[config.mk]
export PLATFORM = sky130hd
export DESIGN_NAME = dual_issue_core
export DESIGN_NICKNAME = d
export VERILOG_FILES = /design/src/logic/isa_pkg.sv /design/src/logic/pipe_pkg.sv /design/src/logic/bundle_queue.sv /design/src/logic/bundle_decode.sv /design/src/logic/reg_file.sv /design/src/logic/exec.sv /design/src/logic/pipe_ctrl.sv /design/src/logic/dual_issue_core.sv
export VERILOG_INCLUDE_DIRS = /design/src /design/src/logic
export SDC_FILE = /design/constraint.sdc
export NUM_CORES = 2
export LEC_CHECK = 0
export ABC_CLOCK_PERIOD_IN_PS = 28900
export BUFFER_PORTS_ARGS = -buffer_cell sky130_fd_sc_hd__buf_2
export CAP_MARGIN = 20
export CELL_PAD_IN_SITES_DETAIL_PLACEMENT = 1
export CELL_PAD_IN_SITES_GLOBAL_PLACEMENT = 2
export CORE_UTILIZATION = 48
export CTS_CLUSTER_SIZE = 8
export DETAILED_ROUTE_END_ITERATION = 16
export PLACE_DENSITY_LB_ADDON = 0.1
export REMOVE_ABC_BUFFERS = 1
export SYNTH_ARGS = -nofsm -noshare
export SYNTH_HDL_FRONTEND = slang
export SYNTH_SLANG_ARGS = --single-unit
[constraint.sdc]
create_clock -name clk -period 28.9 [get_ports clk]
set_input_delay 2.89 -clock clk [delete_from_list [all_inputs] [get_ports clk]]
set_output_delay 2.89 -clock clk [all_outputs]
set_load 0.1 [all_outputs]
[src/logic/core_macros.svh]
`ifndef CORE_MACROS_SVH
`define CORE_MACROS_SVH

// ~~~~~~~~~~~~~~~~~~~~~~~~~~~~~~~~~~~~~~~~~~~~~~~~~~~~~~~~~~~~
// Datapath sizes
`define DATA_W          32
`define SLOT_W          32      // One instruction slot
`define BUNDLE_W        64      // Upper slot [63:32], lower [31:0]
`define REG_CNT         32
`define REG_AW          5       // log2 of REG_CNT

// ~~~~~~~~~~~~~~~~~~~~~~~~~~~~~~~~~~~~~~~~~~~~~~~~~~~~~~~~~~~~
// Credit ports
`define QUEUE_DEPTH     4       // Also upstream credits after reset
`define QPTR_W          2       // log2 of QUEUE_DEPTH
`define RESULT_CREDITS  2
`define CREDIT_W        2       // Holds 0 .. RESULT_CREDITS

`endif

[src/logic/isa_pkg.sv]
package isa_pkg;

    // Slot opcode in bits [31:28]
    // Fields rd [27:23], ra [22:18], rb [17:13] and imm [12:0]
    typedef enum logic [3:0] {
        OP_NOP  = 4'd0,
        OP_ADD  = 4'd1,
        OP_SUB  = 4'd2,
        OP_SRA  = 4'd3,
        OP_SLL  = 4'd4,
        OP_ADDI = 4'd5,
        OP_LI   = 4'd6
    } opcode_t;

    // Operation the exec stage performs on one lane
    typedef enum logic [3:0] {
        E_NOP    = 4'b0000,   // Pass srcb
        E_ADD    = 4'b0001,
        E_SUB    = 4'b0010,
        E_RSHIFT = 4'b0011,   // Arithmetic
        E_LSHIFT = 4'b0100
    } exec_type_t;

endpackage

[src/logic/pipe_pkg.sv]
package pipe_pkg;

    // Stage advance condition seen by the control unit
    typedef enum logic [1:0] {
        CTRL_RUN       = 2'd0,
        CTRL_INTERLOCK = 2'd1,   // RAW hazard against exec
        CTRL_STALL     = 2'd2    // No result credit left
    } ctrl_state_t;

endpackage

[src/logic/bundle_queue.sv]
`include "core_macros.svh"

module bundle_queue (
    input  logic                 clk,
    input  logic                 rstn,
    input  logic                 in_valid,
    input  logic [`BUNDLE_W-1:0] in_bundle,
    input  logic                 pop,
    output logic                 q_valid,
    output logic [`BUNDLE_W-1:0] q_bundle,
    output logic                 in_credit
);

    logic [`BUNDLE_W-1:0] mem [`QUEUE_DEPTH];
    logic [`QPTR_W:0]     wr_ptr;   // Extra bit tells full from empty
    logic [`QPTR_W:0]     rd_ptr;
    logic                 do_pop;

    assign q_valid  = (wr_ptr != rd_ptr);
    assign q_bundle = mem[rd_ptr[`QPTR_W-1:0]];
    assign do_pop   = pop & q_valid;

    // Upstream credits guarantee a free entry on every push
    always_ff @(posedge clk) begin
        if (in_valid) begin
            mem[wr_ptr[`QPTR_W-1:0]] <= in_bundle;
        end
    end

    always_ff @(posedge clk) begin
        if (!rstn) begin
            wr_ptr    <= '0;
            rd_ptr    <= '0;
            in_credit <= 1'b0;
        end else begin
            if (in_valid) begin
                wr_ptr <= wr_ptr + 1'b1;
            end
            if (do_pop) begin
                rd_ptr <= rd_ptr + 1'b1;
            end
            in_credit <= do_pop;   // One credit back per freed entry
        end
    end

endmodule

[src/logic/bundle_decode.sv]
`include "core_macros.svh"

module bundle_decode (
    input  logic                 clk,
    input  logic                 rstn,
    input  logic                 load,
    input  logic                 q_valid,
    input  logic [`BUNDLE_W-1:0] q_bundle,
    output logic [`REG_AW-1:0]   rd_addr0,
    output logic [`REG_AW-1:0]   rd_addr1,
    output logic [`REG_AW-1:0]   rd_addr2,
    output logic [`REG_AW-1:0]   rd_addr3,
    input  logic [`DATA_W-1:0]   rd_data0,
    input  logic [`DATA_W-1:0]   rd_data1,
    input  logic [`DATA_W-1:0]   rd_data2,
    input  logic [`DATA_W-1:0]   rd_data3,
    output logic                 dec_valid,
    output logic [1:0]           u_src_used,
    output logic [1:0]           l_src_used,
    output logic [`DATA_W-1:0]   u_srca,
    output logic [`DATA_W-1:0]   u_srcb,
    output isa_pkg::exec_type_t  u_e_type,
    output logic [`REG_AW-1:0]   u_rt,
    output logic                 u_rt_flag,
    output logic [`DATA_W-1:0]   l_srca,
    output logic [`DATA_W-1:0]   l_srcb,
    output isa_pkg::exec_type_t  l_e_type,
    output logic [`REG_AW-1:0]   l_rt,
    output logic                 l_rt_flag
);

    logic [`BUNDLE_W-1:0] dec_bundle;
    logic [`SLOT_W-1:0]   u_slot;
    logic [`SLOT_W-1:0]   l_slot;
    logic                 u_wr;
    logic                 l_wr;

    // Maps one slot to exec type, operands, write flag and used sources
    function automatic void decode_slot(
        input  logic [`SLOT_W-1:0] slot,
        input  logic [`DATA_W-1:0] ra_data,
        input  logic [`DATA_W-1:0] rb_data,
        output isa_pkg::exec_type_t e_type,
        output logic [`DATA_W-1:0] srca,
        output logic [`DATA_W-1:0] srcb,
        output logic               wr,
        output logic [1:0]         used
    );
        logic [`DATA_W-1:0] imm;
        imm    = {{(`DATA_W-13){slot[12]}}, slot[12:0]};
        e_type = isa_pkg::E_NOP;
        srca   = '0;
        srcb   = '0;
        wr     = 1'b1;
        used   = 2'b11;   // bit 0 ra, bit 1 rb
        case (isa_pkg::opcode_t'(slot[31:28]))
            isa_pkg::OP_ADD:  e_type = isa_pkg::E_ADD;
            isa_pkg::OP_SUB:  e_type = isa_pkg::E_SUB;
            isa_pkg::OP_SRA:  e_type = isa_pkg::E_RSHIFT;
            isa_pkg::OP_SLL:  e_type = isa_pkg::E_LSHIFT;
            isa_pkg::OP_ADDI: begin
                e_type = isa_pkg::E_ADD;
                used   = 2'b01;
            end
            isa_pkg::OP_LI:   used = 2'b00;
            default: begin    // NOP and unused codes
                wr   = 1'b0;
                used = 2'b00;
            end
        endcase
        srca = used[0] ? ra_data : '0;
        srcb = used[1] ? rb_data : imm;
    endfunction

    always_ff @(posedge clk) begin
        if (!rstn) begin
            dec_valid <= 1'b0;
        end else if (load) begin
            dec_valid <= q_valid;
        end
    end

    always_ff @(posedge clk) begin
        if (load) begin
            dec_bundle <= q_bundle;
        end
    end

    assign u_slot   = dec_bundle[63:32];
    assign l_slot   = dec_bundle[31:0];
    assign rd_addr0 = u_slot[22:18];
    assign rd_addr1 = u_slot[17:13];
    assign rd_addr2 = l_slot[22:18];
    assign rd_addr3 = l_slot[17:13];
    assign u_rt     = u_slot[27:23];
    assign l_rt     = l_slot[27:23];

    always_comb begin
        decode_slot(u_slot, rd_data0, rd_data1, u_e_type, u_srca, u_srcb, u_wr, u_src_used);
        decode_slot(l_slot, rd_data2, rd_data3, l_e_type, l_srca, l_srcb, l_wr, l_src_used);
    end

    // Writes to r0 are dropped here
    assign u_rt_flag = dec_valid & u_wr & (u_rt != '0);
    assign l_rt_flag = dec_valid & l_wr & (l_rt != '0);

endmodule

[src/logic/reg_file.sv]
`include "core_macros.svh"

module reg_file (
    input  logic               clk,
    input  logic               rstn,
    input  logic [`REG_AW-1:0] rd_addr0,
    output logic [`DATA_W-1:0] rd_data0,
    input  logic [`REG_AW-1:0] rd_addr1,
    output logic [`DATA_W-1:0] rd_data1,
    input  logic [`REG_AW-1:0] rd_addr2,
    output logic [`DATA_W-1:0] rd_data2,
    input  logic [`REG_AW-1:0] rd_addr3,
    output logic [`DATA_W-1:0] rd_data3,
    input  logic               wen_u,
    input  logic [`REG_AW-1:0] wa_u,
    input  logic [`DATA_W-1:0] wd_u,
    input  logic               wen_l,
    input  logic [`REG_AW-1:0] wa_l,
    input  logic [`DATA_W-1:0] wd_l
);

    logic [`DATA_W-1:0] regs [`REG_CNT];

    assign rd_data0 = (rd_addr0 == '0) ? '0 : regs[rd_addr0];
    assign rd_data1 = (rd_addr1 == '0) ? '0 : regs[rd_addr1];
    assign rd_data2 = (rd_addr2 == '0) ? '0 : regs[rd_addr2];
    assign rd_data3 = (rd_addr3 == '0) ? '0 : regs[rd_addr3];

    always_ff @(posedge clk) begin
        if (!rstn) begin
            for (int i = 0; i < `REG_CNT; i++) begin
                regs[i] <= '0;
            end
        end else begin
            if (wen_l) begin
                regs[wa_l] <= wd_l;
            end
            if (wen_u) begin
                regs[wa_u] <= wd_u;   // Last assignment wins on equal address
            end
        end
    end

endmodule

[src/logic/exec.sv]
`include "core_macros.svh"

module exec (
    input  logic                clk,
    input  logic                rstn,
    input  logic                interlock,
    input  logic                exec_stall,
    input  logic                in_valid,
    input  logic [`DATA_W-1:0]  u_srca,
    input  logic [`DATA_W-1:0]  u_srcb,
    input  isa_pkg::exec_type_t u_e_type,
    input  logic [`REG_AW-1:0]  u_rt,
    input  logic                u_rt_flag,
    input  logic [`DATA_W-1:0]  l_srca,
    input  logic [`DATA_W-1:0]  l_srcb,
    input  isa_pkg::exec_type_t l_e_type,
    input  logic [`REG_AW-1:0]  l_rt,
    input  logic                l_rt_flag,
    output logic                out_valid,
    output logic [`DATA_W-1:0]  u_tdata,
    output logic [`REG_AW-1:0]  u_rt_out,
    output logic                u_rt_flag_out,
    output logic [`DATA_W-1:0]  l_tdata,
    output logic [`REG_AW-1:0]  l_rt_out,
    output logic                l_rt_flag_out
);

    function automatic logic [`DATA_W-1:0] alu_op(
        input logic [`DATA_W-1:0] srca,
        input logic [`DATA_W-1:0] srcb,
        input isa_pkg::exec_type_t op
    );
        case (op)
            isa_pkg::E_ADD:    alu_op = srca + srcb;
            isa_pkg::E_SUB:    alu_op = srca - srcb;
            isa_pkg::E_RSHIFT: alu_op = $signed(srca) >>> srcb[4:0];
            isa_pkg::E_LSHIFT: alu_op = srca << srcb[4:0];
            default:           alu_op = srcb;   // E_NOP passes srcb
        endcase
    endfunction

    // ~~~~~~~~~~~~~~~~~~~~~~~~~~~~~~~~~~~~~~~~~~~~~~~~~~~~~~~~~~~~
    // Control bits with a bubble under interlock
    always_ff @(posedge clk) begin
        if (!rstn) begin
            out_valid     <= 1'b0;
            u_rt_flag_out <= 1'b0;
            l_rt_flag_out <= 1'b0;
        end else if (!exec_stall) begin
            out_valid     <= in_valid & ~interlock;
            u_rt_flag_out <= u_rt_flag & ~interlock;
            l_rt_flag_out <= l_rt_flag & ~interlock;
        end
    end

    // Lane payload
    always_ff @(posedge clk) begin
        if (!exec_stall && !interlock) begin
            u_tdata  <= alu_op(u_srca, u_srcb, u_e_type);
            u_rt_out <= u_rt;
            l_tdata  <= alu_op(l_srca, l_srcb, l_e_type);
            l_rt_out <= l_rt;
        end
    end

endmodule

[src/logic/pipe_ctrl.sv]
`include "core_macros.svh"

module pipe_ctrl (
    input  logic               clk,
    input  logic               rstn,
    input  logic               res_credit,
    input  logic               q_valid,
    input  logic               dec_valid,
    input  logic               exec_valid,
    input  logic [`REG_AW-1:0] u_ra,
    input  logic [`REG_AW-1:0] u_rb,
    input  logic [`REG_AW-1:0] l_ra,
    input  logic [`REG_AW-1:0] l_rb,
    input  logic [1:0]         u_src_used,
    input  logic [1:0]         l_src_used,
    input  logic [`REG_AW-1:0] ex_u_rt,
    input  logic               ex_u_rt_flag,
    input  logic [`REG_AW-1:0] ex_l_rt,
    input  logic               ex_l_rt_flag,
    output logic               dec_load,
    output logic               interlock,
    output logic               exec_stall
);

    pipe_pkg::ctrl_state_t state;
    logic [`CREDIT_W-1:0]  credit_cnt;
    logic                  spend;
    logic                  hazard;

    // True when a used source is still pending in exec
    function automatic logic pending(
        input logic [`REG_AW-1:0] addr,
        input logic               used
    );
        pending = used && (addr != '0) &&
                  ((ex_u_rt_flag && (addr == ex_u_rt)) ||
                   (ex_l_rt_flag && (addr == ex_l_rt)));
    endfunction

    // ~~~~~~~~~~~~~~~~~~~~~~~~~~~~~~~~~~~~~~~~~~~~~~~~~~~~~~~~~~~~
    // Hazard, stall and stage advance
    assign hazard = dec_valid && exec_valid &&
                    (pending(u_ra, u_src_used[0]) || pending(u_rb, u_src_used[1]) ||
                     pending(l_ra, l_src_used[0]) || pending(l_rb, l_src_used[1]));

    assign exec_stall = exec_valid && (credit_cnt == '0);
    assign interlock  = hazard;

    always_comb begin
        if (exec_stall) begin
            state = pipe_pkg::CTRL_STALL;
        end else if (interlock) begin
            state = pipe_pkg::CTRL_INTERLOCK;
        end else begin
            state = pipe_pkg::CTRL_RUN;
        end
    end

    // Decode refills when empty, or moves on when exec takes its bundle
    assign dec_load = (!dec_valid || (state == pipe_pkg::CTRL_RUN)) && (q_valid || dec_valid);

    // ~~~~~~~~~~~~~~~~~~~~~~~~~~~~~~~~~~~~~~~~~~~~~~~~~~~~~~~~~~~~
    // Result credits
    assign spend = exec_valid && !exec_stall;   // Same cycle as res_valid

    always_ff @(posedge clk) begin
        if (!rstn) begin
            credit_cnt <= `CREDIT_W'(`RESULT_CREDITS);
        end else begin
            case ({res_credit, spend})
                2'b10:   credit_cnt <= credit_cnt + 1'b1;
                2'b01:   credit_cnt <= credit_cnt - 1'b1;
                default: credit_cnt <= credit_cnt;   // None or both
            endcase
        end
    end

endmodule

[src/logic/dual_issue_core.sv]
`include "core_macros.svh"

module dual_issue_core (
    input  logic                 clk,
    input  logic                 rstn,
    input  logic                 in_valid,
    input  logic [`BUNDLE_W-1:0] in_bundle,
    output logic                 in_credit,
    input  logic                 res_credit,
    output logic                 res_valid,
    output logic [`DATA_W-1:0]   res_u_data,
    output logic [`REG_AW-1:0]   res_u_rd,
    output logic                 res_u_wen,
    output logic [`DATA_W-1:0]   res_l_data,
    output logic [`REG_AW-1:0]   res_l_rd,
    output logic                 res_l_wen
);

    logic                 q_valid;
    logic [`BUNDLE_W-1:0] q_bundle;
    logic                 dec_load;
    logic                 dec_valid;
    logic [`REG_AW-1:0]   rd_addr0, rd_addr1, rd_addr2, rd_addr3;
    logic [`DATA_W-1:0]   rd_data0, rd_data1, rd_data2, rd_data3;
    logic [1:0]           u_src_used, l_src_used;
    logic [`DATA_W-1:0]   u_srca, u_srcb, l_srca, l_srcb;
    isa_pkg::exec_type_t  u_e_type, l_e_type;
    logic [`REG_AW-1:0]   u_rt, l_rt;
    logic                 u_rt_flag, l_rt_flag;
    logic                 exec_valid;
    logic                 interlock;
    logic                 exec_stall;
    logic                 wen_u, wen_l;

    // A held result leaves only once a credit is there
    assign res_valid = exec_valid & ~exec_stall;
    assign wen_u     = res_valid & res_u_wen;
    assign wen_l     = res_valid & res_l_wen;

    bundle_queue bundle_queue_inst (
        .clk(clk), .rstn(rstn), .in_valid(in_valid), .in_bundle(in_bundle), .pop(dec_load),
        .q_valid(q_valid), .q_bundle(q_bundle), .in_credit(in_credit));

    bundle_decode bundle_decode_inst (
        .clk(clk), .rstn(rstn), .load(dec_load), .q_valid(q_valid), .q_bundle(q_bundle),
        .rd_addr0(rd_addr0), .rd_addr1(rd_addr1), .rd_addr2(rd_addr2), .rd_addr3(rd_addr3),
        .rd_data0(rd_data0), .rd_data1(rd_data1), .rd_data2(rd_data2), .rd_data3(rd_data3),
        .dec_valid(dec_valid), .u_src_used(u_src_used), .l_src_used(l_src_used),
        .u_srca(u_srca), .u_srcb(u_srcb), .u_e_type(u_e_type), .u_rt(u_rt),
        .u_rt_flag(u_rt_flag), .l_srca(l_srca), .l_srcb(l_srcb), .l_e_type(l_e_type),
        .l_rt(l_rt), .l_rt_flag(l_rt_flag));

    reg_file reg_file_inst (
        .clk(clk), .rstn(rstn),
        .rd_addr0(rd_addr0), .rd_data0(rd_data0), .rd_addr1(rd_addr1), .rd_data1(rd_data1),
        .rd_addr2(rd_addr2), .rd_data2(rd_data2), .rd_addr3(rd_addr3), .rd_data3(rd_data3),
        .wen_u(wen_u), .wa_u(res_u_rd), .wd_u(res_u_data),
        .wen_l(wen_l), .wa_l(res_l_rd), .wd_l(res_l_data));

    exec exec_inst (
        .clk(clk), .rstn(rstn), .interlock(interlock), .exec_stall(exec_stall),
        .in_valid(dec_valid),
        .u_srca(u_srca), .u_srcb(u_srcb), .u_e_type(u_e_type), .u_rt(u_rt),
        .u_rt_flag(u_rt_flag), .l_srca(l_srca), .l_srcb(l_srcb), .l_e_type(l_e_type),
        .l_rt(l_rt), .l_rt_flag(l_rt_flag),
        .out_valid(exec_valid), .u_tdata(res_u_data), .u_rt_out(res_u_rd),
        .u_rt_flag_out(res_u_wen), .l_tdata(res_l_data), .l_rt_out(res_l_rd),
        .l_rt_flag_out(res_l_wen));

    pipe_ctrl pipe_ctrl_inst (
        .clk(clk), .rstn(rstn), .res_credit(res_credit), .q_valid(q_valid),
        .dec_valid(dec_valid), .exec_valid(exec_valid),
        .u_ra(rd_addr0), .u_rb(rd_addr1), .l_ra(rd_addr2), .l_rb(rd_addr3),
        .u_src_used(u_src_used), .l_src_used(l_src_used),
        .ex_u_rt(res_u_rd), .ex_u_rt_flag(res_u_wen),
        .ex_l_rt(res_l_rd), .ex_l_rt_flag(res_l_wen),
        .dec_load(dec_load), .interlock(interlock), .exec_stall(exec_stall));

endmodule

Word level (Yosys, flattened, before mapping) --
Memory sizes are Yosys's and may differ from the RTL's. A register that Yosys moved wholly into a read port is not among the register bits. Cells that the tools add are included.
Cells by class: add/sub/neg operators 8, eq/ne operators 31, shifts and indexed selects 4, mux-type cells 34, bitwise gates (word level) 13, reductions and logical operators 55
Operator list (count):
- 2-to-1 mux 32 bit | 10
- case mux 32 bit (4 select lines) | 2
- adder 32 bit | 2
- OR reduction 32 bit | 2
- left shift 32 x 5 -> 32 bit | 2
- >>> shifter 32 x 5 -> 32 bit | 2
- subtractor 32 bit | 2
- equality test 5 bit | 8
- nonzero test 5 bit | 6
- equality test 4 x 3 -> 1 bit (second input constant) | 6
- case mux 3 bit (4 select lines) | 2
- logical AND 1 bit | 22
- logical NOT 5 bit | 4
- equality test 4 x 2 -> 1 bit (second input constant) | 4
- 2-to-1 mux 1 bit | 14
- equality test 3 x 2 -> 1 bit (second input constant) | 4
- case mux 2 bit (2 select lines) | 3
- OR reduction 6 bit | 2
- bitwise AND 1 bit | 11
- 2-to-1 mux 5 bit | 2
- logical OR 1 bit | 9
- equality test 4 x 1 -> 1 bit (second input constant) | 2
- OR reduction 4 bit | 2
- adder 3 x 1 -> 3 bit (second input constant) | 2
- 13 further kinds | 20
Storage, ports and cells: flip-flop bits (word level) 87, RAM bits 1280, input port bits 68, output and inout port bits 78, word-level logic and storage cells 159, memories 2
Memory list:
- reg_file_inst.regs | words 32, width 32, rd ports 4, clocked after Yosys merged registers in 0, write ports 32, RTL line reg_file.sv:22 | logic [`DATA_W-1:0] regs [`REG_CNT];
- bundle_queue_inst.mem | words 4, width 64, rd ports 1, clocked after Yosys merged registers in 1, write ports 1, RTL line bundle_queue.sv:14 | logic [`BUNDLE_W-1:0] mem [`QUEUE_DEPTH];

Logic depth before layout (Yosys ltp) --
word-level depth 15, mapped depth 32, depth with buffers taken out 23

Hierarchy --
Synthesis repeated with hierarchy kept, for this count alone.
Second synthesis, totals: cell total of the unflattened synthesis 7850, area total of the unflattened synthesis 103827.1 sq um
Modules (own cells, without submodules):
- reg_file | times used 1, cells each 5258, area an instance 75432.3 sq um, sequential area each 30749.5 sq um
- exec | times used 1, cells each 1833, area an instance 14497.7 sq um, sequential area each 2282.2 sq um
- bundle_queue | times used 1, cells each 389, area an instance 9706.8 sq um, sequential area each 7867.5 sq um
- bundle_decode | times used 1, cells each 280, area an instance 3504.6 sq um, sequential area each 1941.9 sq um
- pipe_ctrl | times used 1, cells each 87, area an instance 656.9 sq um, sequential area each 40.0 sq um
- dual_issue_core | times used 1, cells each 3, area an instance 28.8 sq um, sequential area each 0.0 sq um

Worst setup path before layout --
Ideal clock, no wire load.
path kind register -> register, from register bundle_decode_inst.dec_bundle[45], read port of bundle_queue_inst.mem, to register bundle_decode_inst.dec_bundle[0], read port of bundle_queue_inst.mem (enable), setup time 584 ps, arrival time 13084 ps, required time 28316 ps, slack 15232 ps, stages on the path, launching flop included 18, path buffers 8, period minus slack after synthesis 13668 ps, cell sequence edfxtp_1 > buf_6 > buf_8 > buf_8 > buf_6 > buf_8 > buf_6 > buf_6 > buf_2 > xor2_1 > nor4_1 > nand3_1 > a211oi_1 > nor4_1 > nor2_1 > o21ai_0 > or2_2 > a21boi_0
On the way: longest elaborated chain between the ends 13, elaborated cells between the ends (all ways) 17, classes of those cells 2 x eq/ne; 2 x mux; 13 x reduce/logical
Ends and longest elaborated chain:
- from (decl) | RTL line bundle_decode.sv:32 | logic [`BUNDLE_W-1:0] dec_bundle;
- equality test 5 bit, on equally long branches | RTL line pipe_ctrl.sv:36, pipe_ctrl.sv:37
- logical AND 1 bit, on equally long branches | RTL line pipe_ctrl.sv:36, pipe_ctrl.sv:37
- logical OR 1 bit | RTL line pipe_ctrl.sv:36 | ((ex_u_rt_flag && (addr == ex_u_rt)) ||
- logical AND 1 bit * | RTL line pipe_ctrl.sv:35 | pending = used && (addr != '0) &&
- logical OR 1 bit * (2 in series) | RTL line pipe_ctrl.sv:43 | (pending(u_ra, u_src_used[0]) || pending(u_rb, u_src_used[1]) ||
- logical OR 1 bit * | RTL line pipe_ctrl.sv:44 | pending(l_ra, l_src_used[0]) || pending(l_rb, l_src_used[1]));
- logical AND 1 bit * | RTL line pipe_ctrl.sv:42 | assign hazard = dec_valid && exec_valid &&
- 2-to-1 mux 1 bit * | RTL line pipe_ctrl.sv:52 | end else if (interlock) begin
- 2-to-1 mux 2 bit * | RTL line pipe_ctrl.sv:50 | if (exec_stall) begin
- logical NOT 2 bit * | RTL line pipe_ctrl.sv:60 | assign dec_load = (!dec_valid || (state == pipe_pkg::CTRL_RUN)) && (q_valid || dec_valid);
- logical OR 1 bit * | RTL line pipe_ctrl.sv:60
- logical AND 1 bit * | RTL line pipe_ctrl.sv:60
- named net bundle_decode_inst.load | RTL line bundle_decode.sv:6 | input logic load,
The timed path passes the listed nets; every way through them passes the cells marked *. A chain may end at the register's enable or synchronous reset.

Final worst setup path --
from register bundle_decode_inst.dec_bundle[47], read port of bundle_queue_inst.mem, to register exec_inst.u_tdata[29] (data pin)
On the way: longest elaborated chain between the ends 5, elaborated cells between the ends (all ways) 9, classes of those cells 2 x add/sub; 2 x shift; 3 x mux; 1 x reduce/logical; 1 x memory
Ends and longest elaborated chain:
- memory (32 x 32 bit) or logical NOT 5 bit (tied branches)
- 2-to-1 mux 32 bit * | RTL line reg_file.sv:25 | assign rd_data1 = (rd_addr1 == '0) ? '0 : regs[rd_addr1];
- 2-to-1 mux 32 bit * | RTL line bundle_decode.sv:72 | srcb = used[1] ? rb_data : imm;
- subtractor 32 bit (tied with other cells) | RTL line exec.sv:35 | isa_pkg::E_SUB: alu_op = srca - srcb;
- case mux 32 bit (4 select lines) * | RTL line exec.sv:33 | case (op)
- to (signal assigned) | RTL line exec.sv:59 | u_tdata <= alu_op(u_srca, u_srcb, u_e_type);
- to (decl) | RTL line exec.sv:20 | output logic [`DATA_W-1:0] u_tdata,
Mark *: on every way between the ends. The rest lies on a longest branch, timed or not.

==> metrics.md <==
| Metric | Value |
|---|---|
| Status | completed |
| FF-to-FF setup slack | 18880 ps |
| WS Path Type | reg -> reg |
| Synth Instances | about 7600 |
| Place WS | around 19000 ps |
| Worst hold endpoint | exec_inst.l_rt_out[0] |
| Root Buffer | clkbuf_16 |
| Clock Skew | between 60 and 70 ps |
| Sum Neg Setup Slack | 0 ps |
| Global-route track usage on met1 | around three fifths |
| Starting Density | about half |
| Worst setup EP type | register |
| Seq pwr share | 17.4% |
| Hold Violations, Final | 0 |
| Sw frac | between 50% and 60% |
| Clk slew on worst S/H paths | 50 ps |
| Clk sinks | roughly 1400 |
| Most frequent CP cell | buf_4 |
| Vias in the first global route | between 80000 and 90000 |
| Met2 Use GR | roughly 71% |
| CTS tree | done |
| Placed Area | between 100000 and 150000 um^2 |
| Worst Tran Pin Value | about 1400 ps |
| Register Area | 42800 um^2 |
| Crit start category | register |
| Core Region | 210000 um^2 |
| Worst-Skew Late Latency | between 900 and 1000 ps |
| Drt drc | 0 |
| Clock power frac | between 10 and 15% |
| Buf+Inv Stages, Crit Path | 5 |
| Placed insts | approximately 10000 |
| Met3 usage in global routing | 28.9% |
| Share of layout cells above drive strength 1 | between 20% and 30% |
| Total gr overflow | 0 |
| Detailed Route Iter0 Violations | 16600 |
| Worst endpoint required time | between 20000 and 30000 ps |
| HP Start | bundle_decode_inst.dec_bundle[23] |
| Design area | 111000 um^2 |
| Avg Inst Size Synth | approximately 13 um^2 |
| Switching pwr | approximately 9.1 mW |
| CTS max path bufs | 3 |
| Commonest non-fill, non-tap cell in the layout | edfxtp_1 |
| WL final | around 550000 um |
| Cell area after synthesis | 101000 um^2 |
| # resized after CTS | 0 |
| Overall die height | about 460 um |
| Internal power | 7.34 mW |
| Cell breakdown of the critical path | buf_4 -> buf_4 -> buf_4 -> buf_4 -> mux4_2 -> a22oi_1 -> a211oi_1 -> a211o_2 -> buf_4 -> or4b_1 -> nor3_1 -> a31oi_1 -> xor2_1 -> ha_1 -> a21oi_1 -> o21ai_0 -> o21ai_0 -> or4b_2 -> o211ai_1 -> nor3b_1 -> a31oi_1 -> xnor2_1 -> nor2_1 -> o311a_1 |
| # IOs | between 100 and 150 |
| Async SR Flop Fraction | 0% |
| CP max FO | between 50 and 60 |
| Synth Warn # | 0 |
| Crit path DAT | around 11000 ps |
| Yosys reg bits | 1431 |
| Layout area overhead | 9.98% |
| Distinct cell type count after synthesis | 97 |
| Maxcap violations | 0 |
| Worst slew margin | about 5.6% |
| GPL Wtd Cong | 1.02 |
| Maximum vdd drop | approximately 170 uV |
| Final Cycle Share | 34.7% |
| First-pass GRT wire length | 737000 um |
| Grt peak-use layer | met2 |
| PwrDens | between 100 and 150 nW/um^2 |
| Most frequent cells in the layout | edfxtp_1, a22o_1, mux4_2 |
| Routed WL per cell | 53.3 um |
| Post-DP HPWL | approximately 350000 um |
| Antenna-violating nets left | 0 |
| Final total power | 16.4 mW |
| PortBufs | around 150 |
| Total track usage | between 50 and 60% |
| Die ar. | 213000 um^2 |
| Initial antenna violation count | 68 |
| Crit path time final | ~10000 ps |
| Die X | about 460 um |
| Comb pwr share | between 60 and 70% |
| Largest net degree at the start of global routing | between 80 and 90 |
| Cts bufs inserted | approximately 200 |
| Hold/Removal Path Class | reg -> reg |
| Crit path largest cell delay | around 780 ps |
| Fill cells | roughly 20000 |
| RSZ-0062 raised after global routing | no |
| Hold buffers post-CTS | 0 |
| Via/cell ratio | roughly 8.6 |
| CTS H-tree depth | 4 |
| FF-to-FF Start | bundle_decode_inst.dec_bundle[47] |
| Top delay family on crit path | buffers and inverters |
| Leak | 39.2 nW |
| Final setup viols | 0 |
| Cells on worst reg2reg path | 24 |
| Post-CTS Setup Inserts | 0 |
| Slowest cell on crit path | or4b_1 |
| Hold path cells | 0 |
| Non-filler instance count after layout | about 10000 |
| Final worst slack | 18880 ps |
| Number of enable flip-flop cells after synthesis | about 1400 |
| First-pass DRT Iterations | 7 |
| Fmax | 99.8 MHz |
| DR vias | 89300 |
| Max Slew Vio Count | 0 |
| Sequential area share after synthesis | around 42% |
| Row cnt | about 170 |
| Capturing point of the worst reg2reg path | exec_inst.u_tdata[29] |
| Most used DFF post-synth | edfxtp_1 |
| # nets final | 7613 |
| Multi-input logic area | approximately 55000 um^2 |
per-layer routing:
layer	share of wire, %	wire, um
met1	33	183000
met2	40	224000
met3	17	96000
met4	9.0	50200
met5	0.24	1350
stage by stage:
step	utilization (%)	hold slack (ps)
CTS	53.0	468
detailed placement	50.3	454
floorplan	-	417
global route	53.1	475
global placement	50.2	428
finish	53.1	473
cell usage after synthesis, drive strengths merged (64+ instances only):
| master | instances | share of area (%) |
|---|---|---|
| a22o | 1058 | 9.2 |
| edfxtp | 1418 | 42 |
| o22ai | 227 | 1.4 |
| mux2i | 542 | 5.4 |
| clkbuf | 614 | 2.3 |
| buf | 312 | 1.9 |
| nor2 | 335 | 1.2 |
| nand3 | 67 | 0.34 |
| xor2 | 74 | 0.64 |
| ha | 72 | 0.89 |
| xnor2 | 78 | 0.67 |
| o21ai | 167 | 0.83 |
| nor3 | 64 | 0.35 |
| mux2 | 108 | 1.2 |
| mux4 | 995 | 22 |
| nand2 | 305 | 1.1 |
| a22oi | 123 | 0.91 |
| a21oi | 238 | 1.2 |
power by group through the flow:
| stage | logic [mW] | clock network [mW] | registers (mW) |
|---|---|---|---|
| floorplan | 5.93 | 0 | 3.97 |
| global placement | 10.5 | 0 | 2.85 |
| detailed placement | 10.6 | 0 | 2.86 |
| CTS | 10.7 | 2.24 | 2.83 |
| global route | 11.4 | 2.31 | 2.85 |
| finish | 11.3 | 2.25 | 2.85 |
worst max path at each step:
stage	startpoint	to	slack (ps)	depth (start not counted)
floorplan	bundle_decode_inst.dec_bundle[13]	bundle_decode_inst.dec_bundle[0]	6390	8
global placement	bundle_decode_inst.dec_bundle[47]	exec_inst.u_tdata[29]	19180	24
detailed placement	bundle_decode_inst.dec_bundle[47]	exec_inst.u_tdata[29]	19100	24
CTS	bundle_decode_inst.dec_bundle[47]	exec_inst.u_tdata[29]	19010	24
global route	bundle_decode_inst.dec_bundle[47]	exec_inst.u_tdata[29]	18580	24
finish	bundle_decode_inst.dec_bundle[47]	exec_inst.u_tdata[29]	18880	24
sequential cells by signal, indices dropped and copies added, names as in the netlist, 2 cells and up:
name,count
exec_inst.u_tdata,32
exec_inst.l_rt_out,5
exec_inst.l_tdata,32
bundle_queue_inst.rd_ptr,3
exec_inst.u_rt_out,5
reg_file_inst.regs,1024
bundle_queue_inst.wr_ptr,3
pipe_ctrl_inst.credit_cnt,2
bundle_decode_inst.dec_bundle,64
bundle_queue_inst.mem,256
cell families (layout without fill, tap and decap cells):
| logic type | count (synthesis) | count (layout) | share of synthesized area (%) |
|---|---|---|---|
| mux | 1645 | 1645 | 28.7 |
| fa+ha+maj | 74 | 74 | 0.930 |
| compound gates | 2289 | 2289 | 17.3 |
| flops | 1431 | 1431 | 42.3 |
| xor+xnor | 152 | 152 | 1.32 |
| simple gates | 1061 | 1061 | 5.01 |
| other cells | 0 | 59 | 0 |
| buf+inv | 986 | 879 | 4.41 |
cell type report:
cell class,count,share of cell area (%)
Antenna cell,59,0.133
Clock buffer,241,4.66
Clock inverter,22,0.444
Inverter,60,0.202
Multi-Input combinational cell,5221,49.3
Sequential cell,1431,38.5
Tap cell,2805,3.15
Timing Repair Buffer,556,3.61
(Power assumes the default switching activity.)
